--- config.mk ---
export PLATFORM = sky130hd
export DESIGN_NAME = axi_lite_i2c
export DESIGN_NICKNAME = d
export VERILOG_FILES = /design/src/i2c_ctrl_pkg.sv /design/src/axi_lite_i2c.sv /design/src/axi_lite_slave.sv /design/src/i2c_byte_engine.sv /design/src/i2c_reg_file.sv
export SDC_FILE = /design/constraint.sdc
export NUM_CORES = 1
export LEC_CHECK = 0
export BUFFER_PORTS_ARGS = -buffer_cell sky130_fd_sc_hd__buf_2
export CORE_MARGIN = 8
export CORE_UTILIZATION = 57
export CTS_BUF_LIST = sky130_fd_sc_hd__clkbuf_8 sky130_fd_sc_hd__clkbuf_16
export DETAILED_ROUTE_END_ITERATION = 16
export HOLD_SLACK_MARGIN = 0.12
export PLACE_DENSITY = 0.84
export SYNTH_ARGS = -nofsm -noshare
export SYNTH_HDL_FRONTEND = slang
export SYNTH_SLANG_ARGS = --single-unit
--- constraint.sdc ---
create_clock -name clk -period 2.5 [get_ports clk]
set_input_delay 0.25 -clock clk [delete_from_list [all_inputs] [get_ports clk]]
set_output_delay 0.25 -clock clk [all_outputs]
set_load 0.005 [all_outputs]
--- src/i2c_ctrl_pkg.sv ---
/* Shared widths, register map, bit positions, version word,
   register access and engine command/result structs, engine states */
`default_nettype none

package i2c_ctrl_pkg;

  typedef logic [7:0]  reg_addr_t;
  typedef logic [31:0] reg_data_t;
  typedef logic [5:0]  reg_idx_t;
  typedef logic [7:0]  i2c_byte_t;
  typedef logic [15:0] clk_div_t;
  typedef logic [1:0]  axi_resp_t;

  localparam axi_resp_t RESP_OKAY   = 2'b00;
  localparam axi_resp_t RESP_SLVERR = 2'b10;

  // Word indices of the register map
  localparam reg_idx_t REG_CONTROL       = 6'd0;
  localparam reg_idx_t REG_STATUS        = 6'd1;
  localparam reg_idx_t REG_INTERRUPT     = 6'd2;
  localparam reg_idx_t REG_INTERRUPT_EN  = 6'd3;
  localparam reg_idx_t REG_CLOCK_RATE    = 6'd4;
  localparam reg_idx_t REG_CLOCK_DIVIDER = 6'd5;
  localparam reg_idx_t REG_COMMAND       = 6'd6;
  localparam reg_idx_t REG_TRANSMIT      = 6'd7;
  localparam reg_idx_t REG_RECEIVE       = 6'd8;
  localparam reg_idx_t REG_VERSION       = 6'd9;

  localparam int CTRL_CORE_EN_BIT = 0;
  localparam int CTRL_IEN_BIT     = 1;
  localparam int CTRL_400KHZ_BIT  = 2;
  localparam int CTRL_100KHZ_BIT  = 3;

  localparam int CMD_START_BIT = 0;
  localparam int CMD_STOP_BIT  = 1;
  localparam int CMD_READ_BIT  = 2;
  localparam int CMD_WRITE_BIT = 3;
  localparam int CMD_NACK_BIT  = 4;

  localparam int STAT_TIP_BIT   = 1;
  localparam int STAT_RXACK_BIT = 7;

  localparam int INT_DONE_BIT  = 0;
  localparam int INT_RXACK_BIT = 2;

  localparam reg_data_t CLOCK_RATE = 32'd50_000_000;
  // Four phases per SCL period
  localparam clk_div_t DIV_100KHZ = clk_div_t'(CLOCK_RATE / (4 * 100_000) - 1);
  localparam clk_div_t DIV_400KHZ = clk_div_t'(CLOCK_RATE / (4 * 400_000) - 1);

  // Major 1, minor 0, revision 0
  localparam reg_data_t VERSION_WORD = {4'd1, 8'd0, 4'd0, 16'd0};

  typedef struct packed {
    logic      valid;
    reg_idx_t  idx;
    reg_data_t data;
  } reg_wr_t;

  // A go without read is a write
  typedef struct packed {
    logic      go;
    logic      start;
    logic      stop;
    logic      read;
    logic      nack;
    i2c_byte_t tx;
    clk_div_t  div;
  } i2c_cmd_t;

  typedef struct packed {
    logic      done;
    logic      rx_ack;
    i2c_byte_t rx;
  } i2c_result_t;

  typedef enum logic [2:0] {
    IDLE,
    START,
    BIT,
    ACK,
    STOP
  } engine_state_t;

endpackage

`default_nettype wire

--- src/axi_lite_i2c.sv ---
/* AXI-Lite I2C master top: AXI slave port, register file, byte engine */
`default_nettype none

module axi_lite_i2c (
  input  wire                          clk,
  input  wire                          w_axi_rst,
  input  wire                          i_awvalid,
  input  wire i2c_ctrl_pkg::reg_addr_t i_awaddr,
  output logic                         o_awready,
  input  wire                          i_wvalid,
  input  wire i2c_ctrl_pkg::reg_data_t i_wdata,
  output logic                         o_wready,
  output logic                         o_bvalid,
  input  wire                          i_bready,
  output i2c_ctrl_pkg::axi_resp_t      o_bresp,
  input  wire                          i_arvalid,
  input  wire i2c_ctrl_pkg::reg_addr_t i_araddr,
  output logic                         o_arready,
  output logic                         o_rvalid,
  input  wire                          i_rready,
  output i2c_ctrl_pkg::axi_resp_t      o_rresp,
  output i2c_ctrl_pkg::reg_data_t      o_rdata,
  input  wire                          i_sda,
  output logic                         o_scl_oe,
  output logic                         o_sda_oe,
  output logic                         o_interrupt
);
  import i2c_ctrl_pkg::*;

  reg_wr_t     reg_wr;
  reg_idx_t    rd_idx;
  reg_data_t   rd_data;
  logic        rd_invalid;
  logic        wr_invalid;
  i2c_cmd_t    cmd;
  i2c_result_t result;

  axi_lite_slave axi0 (
    .clk(clk), .w_axi_rst(w_axi_rst),
    .i_awvalid(i_awvalid), .i_awaddr(i_awaddr), .o_awready(o_awready),
    .i_wvalid(i_wvalid), .i_wdata(i_wdata), .o_wready(o_wready),
    .o_bvalid(o_bvalid), .i_bready(i_bready), .o_bresp(o_bresp),
    .i_arvalid(i_arvalid), .i_araddr(i_araddr), .o_arready(o_arready),
    .o_rvalid(o_rvalid), .i_rready(i_rready), .o_rresp(o_rresp), .o_rdata(o_rdata),
    .o_reg_wr(reg_wr), .o_rd_idx(rd_idx), .i_rd_data(rd_data),
    .i_rd_invalid(rd_invalid), .i_wr_invalid(wr_invalid)
  );

  i2c_reg_file regs0 (
    .clk(clk), .w_axi_rst(w_axi_rst),
    .i_reg_wr(reg_wr), .i_rd_idx(rd_idx), .o_rd_data(rd_data),
    .o_rd_invalid(rd_invalid), .o_wr_invalid(wr_invalid),
    .o_cmd(cmd), .i_result(result), .o_interrupt(o_interrupt)
  );

  i2c_byte_engine eng0 (
    .clk(clk), .w_axi_rst(w_axi_rst),
    .i_cmd(cmd), .o_result(result),
    .i_sda(i_sda), .o_scl_oe(o_scl_oe), .o_sda_oe(o_sda_oe)
  );

endmodule

`default_nettype wire

--- src/axi_lite_slave.sv ---
/* AXI-Lite slave port: AW/W/B and AR/R handshakes,
   byte address to word index mapping, response codes */
`default_nettype none

module axi_lite_slave (
  input  wire                       clk,
  input  wire                       w_axi_rst,

  input  wire                       i_awvalid,
  input  wire i2c_ctrl_pkg::reg_addr_t i_awaddr,
  output logic                      o_awready,

  input  wire                       i_wvalid,
  input  wire i2c_ctrl_pkg::reg_data_t i_wdata,
  output logic                      o_wready,

  output logic                      o_bvalid,
  input  wire                       i_bready,
  output i2c_ctrl_pkg::axi_resp_t   o_bresp,

  input  wire                       i_arvalid,
  input  wire i2c_ctrl_pkg::reg_addr_t i_araddr,
  output logic                      o_arready,

  output logic                      o_rvalid,
  input  wire                       i_rready,
  output i2c_ctrl_pkg::axi_resp_t   o_rresp,
  output i2c_ctrl_pkg::reg_data_t   o_rdata,

  output i2c_ctrl_pkg::reg_wr_t     o_reg_wr,
  output i2c_ctrl_pkg::reg_idx_t    o_rd_idx,
  input  wire i2c_ctrl_pkg::reg_data_t i_rd_data,
  input  wire                       i_rd_invalid,
  input  wire                       i_wr_invalid
);
  import i2c_ctrl_pkg::*;

  logic aw_fire;
  logic ar_fire;

  // Address and data are taken together, only while B is free
  assign o_awready = !o_bvalid;
  assign o_wready  = !o_bvalid;
  assign aw_fire   = i_awvalid && i_wvalid && o_awready && o_wready;

  assign o_arready = !o_rvalid;
  assign ar_fire   = i_arvalid && o_arready;

  always_comb begin
    o_reg_wr.valid = aw_fire;
    o_reg_wr.idx   = i_awaddr[7:2];
    o_reg_wr.data  = i_wdata;
  end

  assign o_rd_idx = i_araddr[7:2];

  always_ff @(posedge clk) begin
    if (w_axi_rst) begin
      o_bvalid <= 1'b0;
      o_rvalid <= 1'b0;
    end else begin
      if (aw_fire) begin
        o_bvalid <= 1'b1;
      end else if (i_bready) begin
        o_bvalid <= 1'b0;
      end
      if (ar_fire) begin
        o_rvalid <= 1'b1;
      end else if (i_rready) begin
        o_rvalid <= 1'b0;
      end
    end
  end

  // Response payload, captured at acceptance
  always_ff @(posedge clk) begin
    if (aw_fire) begin
      o_bresp <= i_wr_invalid ? RESP_SLVERR : RESP_OKAY;
    end
    if (ar_fire) begin
      o_rdata <= i_rd_data;
      o_rresp <= i_rd_invalid ? RESP_SLVERR : RESP_OKAY;
    end
  end

endmodule

`default_nettype wire

--- src/i2c_byte_engine.sv ---
/* I2C byte engine: start condition, eight data bits with acknowledge,
   stop condition, on open-drain SCL/SDA output enables */
`default_nettype none

module i2c_byte_engine (
  input  wire                        clk,
  input  wire                        w_axi_rst,
  input  wire i2c_ctrl_pkg::i2c_cmd_t i_cmd,
  output i2c_ctrl_pkg::i2c_result_t  o_result,
  input  wire                        i_sda,
  output logic                       o_scl_oe,
  output logic                       o_sda_oe
);
  import i2c_ctrl_pkg::*;

  engine_state_t state;
  logic [1:0]    phase;
  clk_div_t      cnt;
  clk_div_t      div_q;
  logic [2:0]    bit_cnt;
  i2c_byte_t     sh;
  logic          sample_q;
  logic          rx_ack_q;
  logic          read_q, nack_q, stop_q;
  logic          done_q;
  logic          tick, phase_end, sample_en;
  logic          scl_nx, sda_nx;

  assign tick      = (cnt == div_q);
  assign phase_end = tick && (phase == 2'd3);
  // Outputs lag one clock, so this is mid SCL-high on the pins
  assign sample_en = (phase == 2'd2) && (cnt == '0);

  // Output enables per phase, 1 pulls the line low
  always_comb begin
    scl_nx = o_scl_oe;
    sda_nx = o_sda_oe;
    case (state)
      START: begin
        case (phase)
          2'd0: sda_nx = 1'b0;
          2'd1: begin
            scl_nx = 1'b0;
            sda_nx = 1'b0;
          end
          2'd2: begin
            scl_nx = 1'b0;
            sda_nx = 1'b1;
          end
          default: begin
            scl_nx = 1'b1;
            sda_nx = 1'b1;
          end
        endcase
      end
      BIT: begin
        scl_nx = (phase == 2'd0) || (phase == 2'd3);
        sda_nx = !read_q && !sh[7];
      end
      ACK: begin
        scl_nx = (phase == 2'd0) || (phase == 2'd3);
        sda_nx = read_q && !nack_q;
      end
      STOP: begin
        scl_nx = (phase == 2'd0);
        sda_nx = (phase == 2'd0) || (phase == 2'd1);
      end
      default: begin
      end
    endcase
  end

  always_ff @(posedge clk) begin
    if (w_axi_rst) begin
      state    <= IDLE;
      phase    <= '0;
      cnt      <= '0;
      bit_cnt  <= '0;
      done_q   <= 1'b0;
      o_scl_oe <= 1'b0;
      o_sda_oe <= 1'b0;
    end else begin
      o_scl_oe <= scl_nx;
      o_sda_oe <= sda_nx;
      done_q   <= 1'b0;
      if (state == IDLE) begin
        if (i_cmd.go) begin
          state   <= i_cmd.start ? START : BIT;
          phase   <= '0;
          cnt     <= '0;
          bit_cnt <= 3'd7;
        end
      end else if (tick) begin
        cnt   <= '0;
        phase <= phase + 2'd1;
        if (phase == 2'd3) begin
          case (state)
            START: state <= BIT;
            BIT: begin
              if (bit_cnt == '0) begin
                state <= ACK;
              end
              bit_cnt <= bit_cnt - 3'd1;
            end
            ACK: begin
              state  <= stop_q ? STOP : IDLE;
              done_q <= !stop_q;
            end
            default: begin
              state  <= IDLE;
              done_q <= 1'b1;
            end
          endcase
        end
      end else begin
        cnt <= cnt + 16'd1;
      end
    end
  end

  // Command latch, shift register and line samples
  always_ff @(posedge clk) begin
    if (state == IDLE && i_cmd.go) begin
      sh     <= i_cmd.tx;
      div_q  <= i_cmd.div;
      read_q <= i_cmd.read;
      nack_q <= i_cmd.nack;
      stop_q <= i_cmd.stop;
    end
    if (sample_en) begin
      sample_q <= i_sda;
    end
    if (phase_end && state == BIT) begin
      sh <= {sh[6:0], sample_q};
    end
    if (phase_end && state == ACK) begin
      rx_ack_q <= sample_q;
    end
  end

  always_comb begin
    o_result.done   = done_q;
    o_result.rx_ack = rx_ack_q;
    o_result.rx     = sh;
  end

endmodule

`default_nettype wire

--- src/i2c_reg_file.sv ---
/* Register file: control, divider, command and transmit storage,
   transfer status tracking, pending interrupts and the interrupt line */
`default_nettype none

module i2c_reg_file (
  input  wire                           clk,
  input  wire                           w_axi_rst,
  input  wire i2c_ctrl_pkg::reg_wr_t    i_reg_wr,
  input  wire i2c_ctrl_pkg::reg_idx_t   i_rd_idx,
  output i2c_ctrl_pkg::reg_data_t       o_rd_data,
  output logic                          o_rd_invalid,
  output logic                          o_wr_invalid,
  output i2c_ctrl_pkg::i2c_cmd_t        o_cmd,
  input  wire i2c_ctrl_pkg::i2c_result_t i_result,
  output logic                          o_interrupt
);
  import i2c_ctrl_pkg::*;

  logic      core_en;
  logic      ien;
  clk_div_t  clk_div;
  logic      start, stop, read, write, nack;
  logic      go;
  logic      tip;
  logic      rxack;
  i2c_byte_t transmit;
  i2c_byte_t receive;
  logic [7:0] int_en;
  logic [7:0] int_pend;
  logic [7:0] int_set;
  logic [7:0] int_clr;
  reg_data_t  wd;

  assign wd           = i_reg_wr.data;
  assign o_wr_invalid = i_reg_wr.idx > REG_VERSION;
  assign o_rd_invalid = i_rd_idx > REG_VERSION;

  always_comb begin
    int_set = '0;
    int_set[INT_DONE_BIT]  = ien && i_result.done;
    // Only a fresh nack raises the rxack interrupt
    int_set[INT_RXACK_BIT] = ien && i_result.done && i_result.rx_ack && !rxack;
    int_clr = '0;
    if (i_reg_wr.valid && i_reg_wr.idx == REG_INTERRUPT) begin
      int_clr = wd[7:0];
    end
  end

  always_ff @(posedge clk) begin
    if (w_axi_rst) begin
      core_en  <= 1'b1;
      ien      <= 1'b0;
      clk_div  <= DIV_100KHZ;
      start    <= 1'b0;
      stop     <= 1'b0;
      read     <= 1'b0;
      write    <= 1'b0;
      nack     <= 1'b0;
      go       <= 1'b0;
      tip      <= 1'b0;
      rxack    <= 1'b0;
      transmit <= '0;
      receive  <= '0;
      int_en   <= '0;
      int_pend <= '0;
    end else begin
      go <= 1'b0;
      if (i_reg_wr.valid) begin
        case (i_reg_wr.idx)
          REG_CONTROL: begin
            core_en <= wd[CTRL_CORE_EN_BIT];
            ien     <= wd[CTRL_IEN_BIT];
            // 400 kHz wins over 100 kHz
            if (wd[CTRL_400KHZ_BIT]) begin
              clk_div <= DIV_400KHZ;
            end else if (wd[CTRL_100KHZ_BIT]) begin
              clk_div <= DIV_100KHZ;
            end
          end
          REG_INTERRUPT_EN:  int_en   <= wd[7:0];
          REG_CLOCK_DIVIDER: clk_div  <= wd[15:0];
          REG_TRANSMIT:      transmit <= wd[7:0];
          REG_COMMAND: begin
            // Command bits are frozen while a transfer runs
            if (!tip && !go) begin
              start <= wd[CMD_START_BIT];
              stop  <= wd[CMD_STOP_BIT];
              read  <= wd[CMD_READ_BIT];
              write <= wd[CMD_WRITE_BIT];
              nack  <= wd[CMD_NACK_BIT];
              go    <= core_en && (wd[CMD_READ_BIT] || wd[CMD_WRITE_BIT]);
            end
          end
          default: begin
          end
        endcase
      end
      if (go) begin
        tip <= 1'b1;
      end
      if (i_result.done) begin
        tip     <= 1'b0;
        start   <= 1'b0;
        stop    <= 1'b0;
        read    <= 1'b0;
        write   <= 1'b0;
        nack    <= 1'b0;
        rxack   <= i_result.rx_ack;
        receive <= i_result.rx;
      end
      int_pend <= (int_pend & ~int_clr) | int_set;
    end
  end

  always_comb begin
    o_cmd.go    = go;
    o_cmd.start = start;
    o_cmd.stop  = stop;
    o_cmd.read  = read;
    o_cmd.nack  = nack;
    o_cmd.tx    = transmit;
    o_cmd.div   = clk_div;
  end

  assign o_interrupt = ien && |(int_pend & int_en);

  always_comb begin
    o_rd_data = '0;
    case (i_rd_idx)
      REG_CONTROL: begin
        o_rd_data[CTRL_CORE_EN_BIT] = core_en;
        o_rd_data[CTRL_IEN_BIT]     = ien;
      end
      REG_STATUS: begin
        o_rd_data[STAT_TIP_BIT]   = tip;
        o_rd_data[STAT_RXACK_BIT] = rxack;
      end
      REG_INTERRUPT:     o_rd_data[7:0]  = int_pend;
      REG_INTERRUPT_EN:  o_rd_data[7:0]  = int_en;
      REG_CLOCK_RATE:    o_rd_data       = CLOCK_RATE;
      REG_CLOCK_DIVIDER: o_rd_data[15:0] = clk_div;
      REG_COMMAND: begin
        o_rd_data[CMD_START_BIT] = start;
        o_rd_data[CMD_STOP_BIT]  = stop;
        o_rd_data[CMD_READ_BIT]  = read;
        o_rd_data[CMD_WRITE_BIT] = write;
        o_rd_data[CMD_NACK_BIT]  = nack;
      end
      REG_TRANSMIT:      o_rd_data[7:0]  = transmit;
      REG_RECEIVE:       o_rd_data[7:0]  = receive;
      REG_VERSION:       o_rd_data       = VERSION_WORD;
      default: begin
      end
    endcase
  end

endmodule

`default_nettype wire
# After elaboration in Yosys (flattened, before gate mapping)
# Cells that the tools add are included.
# W data, S select, Z words.
# classes
n_addsub	3
n_mul	0
div	0
magnitude_cmp	2
eq_ne	26
shifts	0
n_mux	43
n_bitwise	9
reduce_logical	62
# op_table
op	n
$mux W16	5
$eq A6 B3 Y1 const B	7
$mux W3	11
$pmux W16 S2	1
$pmux W13 S2	1
$eq A6 B2 Y1 const B	4
$mux W8	3
$logic_and A1 B1 Y1	18
$pmux W3 S6	1
$add A16 B1 Y16 const B	1
$and A8 B8 Y8	2
$eq A16 B16 Y1	1
$logic_not A16 Y1	1
$pmux W8 S2	1
$pmux W1 S7	2
$reduce_bool A2 Y1	7
$eq A6 B4 Y1 const B	2
$gt A6 B4 Y1 const B	2
$logic_not A6 Y1	2
$mux W2	6
$pmux W2 S5	1
$reduce_and A2 Y1	5
$reduce_or A2 Y1	5
$logic_not A1 Y1	9
29 further kinds	47
# totals
register_bits	152
latchBits	0
ramBits	0
rom_bits	0
input_bits	56
output_inout_bits	44
elab_cells	179
n_memories	0

# Longest topological paths before layout
# depth
ltp_word	8
ltp_mapped	8
depth_no_buf	7

# Cells and area by module
# Synthesis repeated with hierarchy kept, for this count alone.
# unflattened
cells_unflattened	703
area_unflattened_um2	7332.0
# by_module_without_submodules
module	n_inst	cells_per_inst	area_each_um2	seq_area_each_um2
i2c_reg_file	1	333	3011.6	1161.1
i2c_byte_engine	1	276	2842.7	1411.4
axi_lite_slave	1	94	1477.7	1061.0

# Worst setup path after synthesis
# OpenSTA, ideal clock, no wires.
# synth_timing
path_kind	reg2reg
startpoint	register eng0.cnt[9]
endpoint	register eng0.sh[1], data pin
setup_time_ps	260
arrival_time_ps	1745
required_ps	2240
setup_slack_ps	494
path_stages_with_launch	9
n_path_buf	3
synth_period_minus_slack_ps	2006
cell_sequence	dfxtp_1 buf_2 xor2_1 nor4_2 and4_1 buf_4 nand3_2 buf_6 mux2_4
# synth_via
elab_chain_cells	4
# synth_rtl
element	line_no	source
start: declaration	i2c_byte_engine.sv:18	clk_div_t cnt;
start signal: assignment	i2c_byte_engine.sv:116	cnt <= cnt + 16'd1;
$eq A16 B16 Y1	i2c_byte_engine.sv:29	assign tick = (cnt == div_q);
$logic_and A1 B1 Y1	i2c_byte_engine.sv:30	assign phase_end = tick && (phase == 2'd3);
$logic_and A1 B1 Y1	i2c_byte_engine.sv:133	if (phase_end && state == BIT) begin
$mux W8	i2c_byte_engine.sv:133	
end signal: assignment	i2c_byte_engine.sv:124	sh <= i_cmd.tx;
end signal: assignment	i2c_byte_engine.sv:134	sh <= {sh[6:0], sample_q};
end: declaration	i2c_byte_engine.sv:21	i2c_byte_t sh;
# No other way between the ends.
# A chain may end at the register's enable or synchronous reset.

# Worst setup path in the final report
# layout_timing
startpoint	register eng0.cnt[15]
endpoint	register eng0.sh[3] (enable)
# layout_via
elab_chain_cells	4
# layout_rtl
element	line_no
$eq A16 B16 Y1	i2c_byte_engine.sv:29
$logic_and A1 B1 Y1	i2c_byte_engine.sv:30
$logic_and A1 B1 Y1	i2c_byte_engine.sv:133
$reduce_bool A2 Y1 (no line)	-
# No other way between the ends.

==> metrics.md <==
| Metric | Value |
|---|---|
| Status | `complete, no violations` |
| Leakage | `~0.0029 uW` |
| Pwr Total | `~5000 uW` |
| Drc violations | `0` |
| P per Cell Area | `approximately 660 nW/um^2` |
| GP Congestion | `a little over 0.9` |
| Vias in the first global route | `5,206` |
| Hold Buf Count CTS | `26` |
| VDD IR max | `about 0.00047 V` |
| First-pass detailed-route iteration total | `6` |
| Post-route cell area | `roughly 7500 sq um` |
| RSZ-0062 raised after global routing | `no` |
| Resized Gates After CTS | `0` |
| Class of the worst hold path | `primary input to register` |
| Critical path fanouts, max | `10` |
| Post-DP HPWL | `11,400 um` |
| Core box area | `~11,000 sq um` |
| Synth-to-Final Area Change | `19.1%` |
| All-Layer GR Usage | `0.235` |
| Max clock buf depth | `2` |
| Achievable Freq | `around 0.42 GHz` |
| GRT overflow | `0` |
| Clock transition at path regs | `0.07 ns` |
| First DRT Iteration DRCs | `853` |
| Area leader, netlist | `dfxtp_1` |
| Fin. Hold Viols | `0` |
| Final setup TNS | `0 ns` |
| Layout filler cell count | `roughly 730` |
| Final min period | `approximately 2.4 ns` |
| Ys async rst share | `0` |
| First-pass GRT wire length | `27,200 um` |
| Post-synth top area share | `0.276` |
| Vias per Instance | `roughly 6.3` |
| Clk root buf | `clkbuf_8` |
| Most frequent cells in the layout | `dfxtp_1, buf_2, nand2_1` |
| Final Setup Violations | `0` |
| Mean Syn Cell Area | `roughly 9.9 sq um` |
| Clock power share | `0.471` |
| Largest net degree at the start of global routing | `41` |
| CP Class | `register to register` |
| Die ar. | `between 10,000 and 15,000 sq um` |
| CTS Buf Count | `17` |
| Arrival time worst endpoint | `about 2.5 ns` |
| Via count | `about 5,500` |
| Cell-internal power | `approximately 3800 uW` |
| CTS tree | `yes` |
| Switch Pwr | `between 1000 and 1500 uW` |
| Synthesized cell area | `between 6000 and 7000 sq um` |
| YS warnings | `0` |
| Critical Path RT | `approximately 2.7 ns` |
| H-tree depth | `4` |
| Post-CTS Setup Bufs | `0` |
| IO Port Bufs | `slightly below 70` |
| Initial antenna violation count | `0` |
| Worst-skew pair later-pin latency | `0.52 ns` |
| Synthesized netlist cell count | `approximately 640` |
| Sequential share of the synthesized area | `0.508` |
| Largest cells by area after synthesis | `dfxtp_1, edfxtp_1, mux2i_1` |
| DR WL/cell | `20.1 um` |
| DIE HEIGHT | `121 um` |
| Sw Share | `0.232` |
| Setup ws final | `around 0.13 ns` |
| Die X | `around 120 um` |
| Worst slew pin tran | `0.738 ns` |
| Post-route ant nets | `0` |
| Sequential share of power | `0.470` |
| CTS Sinks | `136` |
| Max-Cap Viols | `0` |
| # diodes | `0` |
| Synth cell types | `between 50 and 60` |
| Worst setup SP type | `register` |
| Placement Rows | `38` |
| I/O pin total | `100` |
| Layout cells sized above 1 | `0.197` |
| Worst setup EP type | `register` |
| Fin crit share | `0.947` |
| Commonest non-fill, non-tap cell in the layout | `dfxtp_1` |
| Post-synthesis sequential element count | `roughly 140` |
| Pre-CTS setup slack | `0.209 ns` |
| Synth Flop Type | `dfxtp_1` |
| Layout Skew | `0.0174 ns` |
| Final nets | `approximately 800` |
| Worst slew margin | `0.507` |
| Max-slew violations | `0` |
| Total wire length | `17,600 um` |
| Combinational group share of total power | `0.060` |
| Placed inst area | `roughly 6700 sq um` |
| Post-synth EDFFs | `between 40 and 50` |
| Initial Util | `0.583` |
## per-stage QoR
stage,cells,utilization,hold WS (ns)
2_1_floorplan,650,-,0.349
3_3_place_gp,819,0.619,0.434
3_5_place_dp,819,0.619,0.442
4_1_cts,877,0.694,0.123
5_1_grt,877,0.694,0.161
6_report,877,0.694,0.137
## power groups by stage
stage / combinational, uW / clock (uW) / sequential, uW
after floorplan: 152 / 0 / 2370
after global placement: 241 / 0 / 2370
after detailed placement: 250 / 0 / 2380
after CTS: 283 / 2320 / 2330
after global routing: 314 / 2440 / 2330
final: 296 / 2340 / 2330
## metal layers
metal / routed length, um / vias to the layer above / track usage
met5: 0 / - / 0
met3: 1530 / 58 / 0.0498
met4: 492 / 0 / 0.0894
li1: - / 2450 / -
met2: 8820 / 363 / 0.394
met1: 6790 / 2615 / 0.291
## final timing paths
path,endpoint,start,slack [ns],cells after the start
worst min register to register,eng0.div_q[8],regs0.clk_div[8],0.46,0
worst min-delay path,eng0.cnt[0],w_axi_rst,0.14,2
worst max register to register,eng0.sh[3],eng0.cnt[15],0.13,5
worst max-delay path,eng0.sh[3],eng0.cnt[15],0.13,5
## cells in the mapped netlist (8+ instances only)
cell type / instances
dfxtp_1: 87
nand2_1: 63
edfxtp_1: 49
nor2_1: 49
a21oi_1: 32
mux2i_1: 30
clkbuf_1: 26
inv_1: 25
nand3_1: 21
o21ai_0: 21
buf_4: 18
nand4_1: 18
xor2_1: 17
nor3_1: 16
a31oi_1: 15
a22oi_1: 14
buf_2: 10
and3_1: 9
mux2_2: 9
nor2b_1: 9
ha_1: 8
## cells by family (layout without fill, tap and decap cells)
logic type / Yosys count / count (layout) / synth area share
and+or+nand+nor: 234 / 234 / 0.192
AOI/OAI and AO/OA: 114 / 114 / 0.115
xor gates and xnor gates: 19 / 19 / 0.0263
buffers and inverters: 84 / 171 / 0.0637
muxes: 45 / 45 / 0.0778
adders and majority gates: 8 / 8 / 0.0158
DFF: 136 / 136 / 0.508
other: 1 / 10 / 0.000593
## registers in the layout (all words and copies together), names as in the netlist, 2 cells and up
signal	cells
axi0.o_rdata	18
eng0.cnt	16
eng0.div_q	16
regs0.clk_div	16
eng0.sh	8
regs0.int_en	8
regs0.int_pend	8
regs0.receive	8
regs0.transmit	8
eng0.bit_cnt	3
eng0.state	3
eng0.phase	2
## area by class of cell
| class | instances | area [sq um] | share of cell area |
|---|---|---|---|
| Clock buffer | 22 | 494 | 0.0656 |
| Clock inverter | 10 | 65.1 | 0.00864 |
| Inverter | 25 | 93.8 | 0.0125 |
| Multi-Input combinational cell | 430 | 2740 | 0.364 |
| Sequential cell | 136 | 3210 | 0.427 |
| Tap cell | 140 | 175 | 0.0233 |
| Timing Repair Buffer | 114 | 748 | 0.0994 |
## critical path, cell delays in order (launching register included)
cell	delay, ns
dfxtp_1	0.36
xor2_1	0.19
nor4_1	0.40
and4_1	0.35
nand3_2	0.31
nand2_1	0.41
Note: power is estimated with default switching activity, not from simulation.
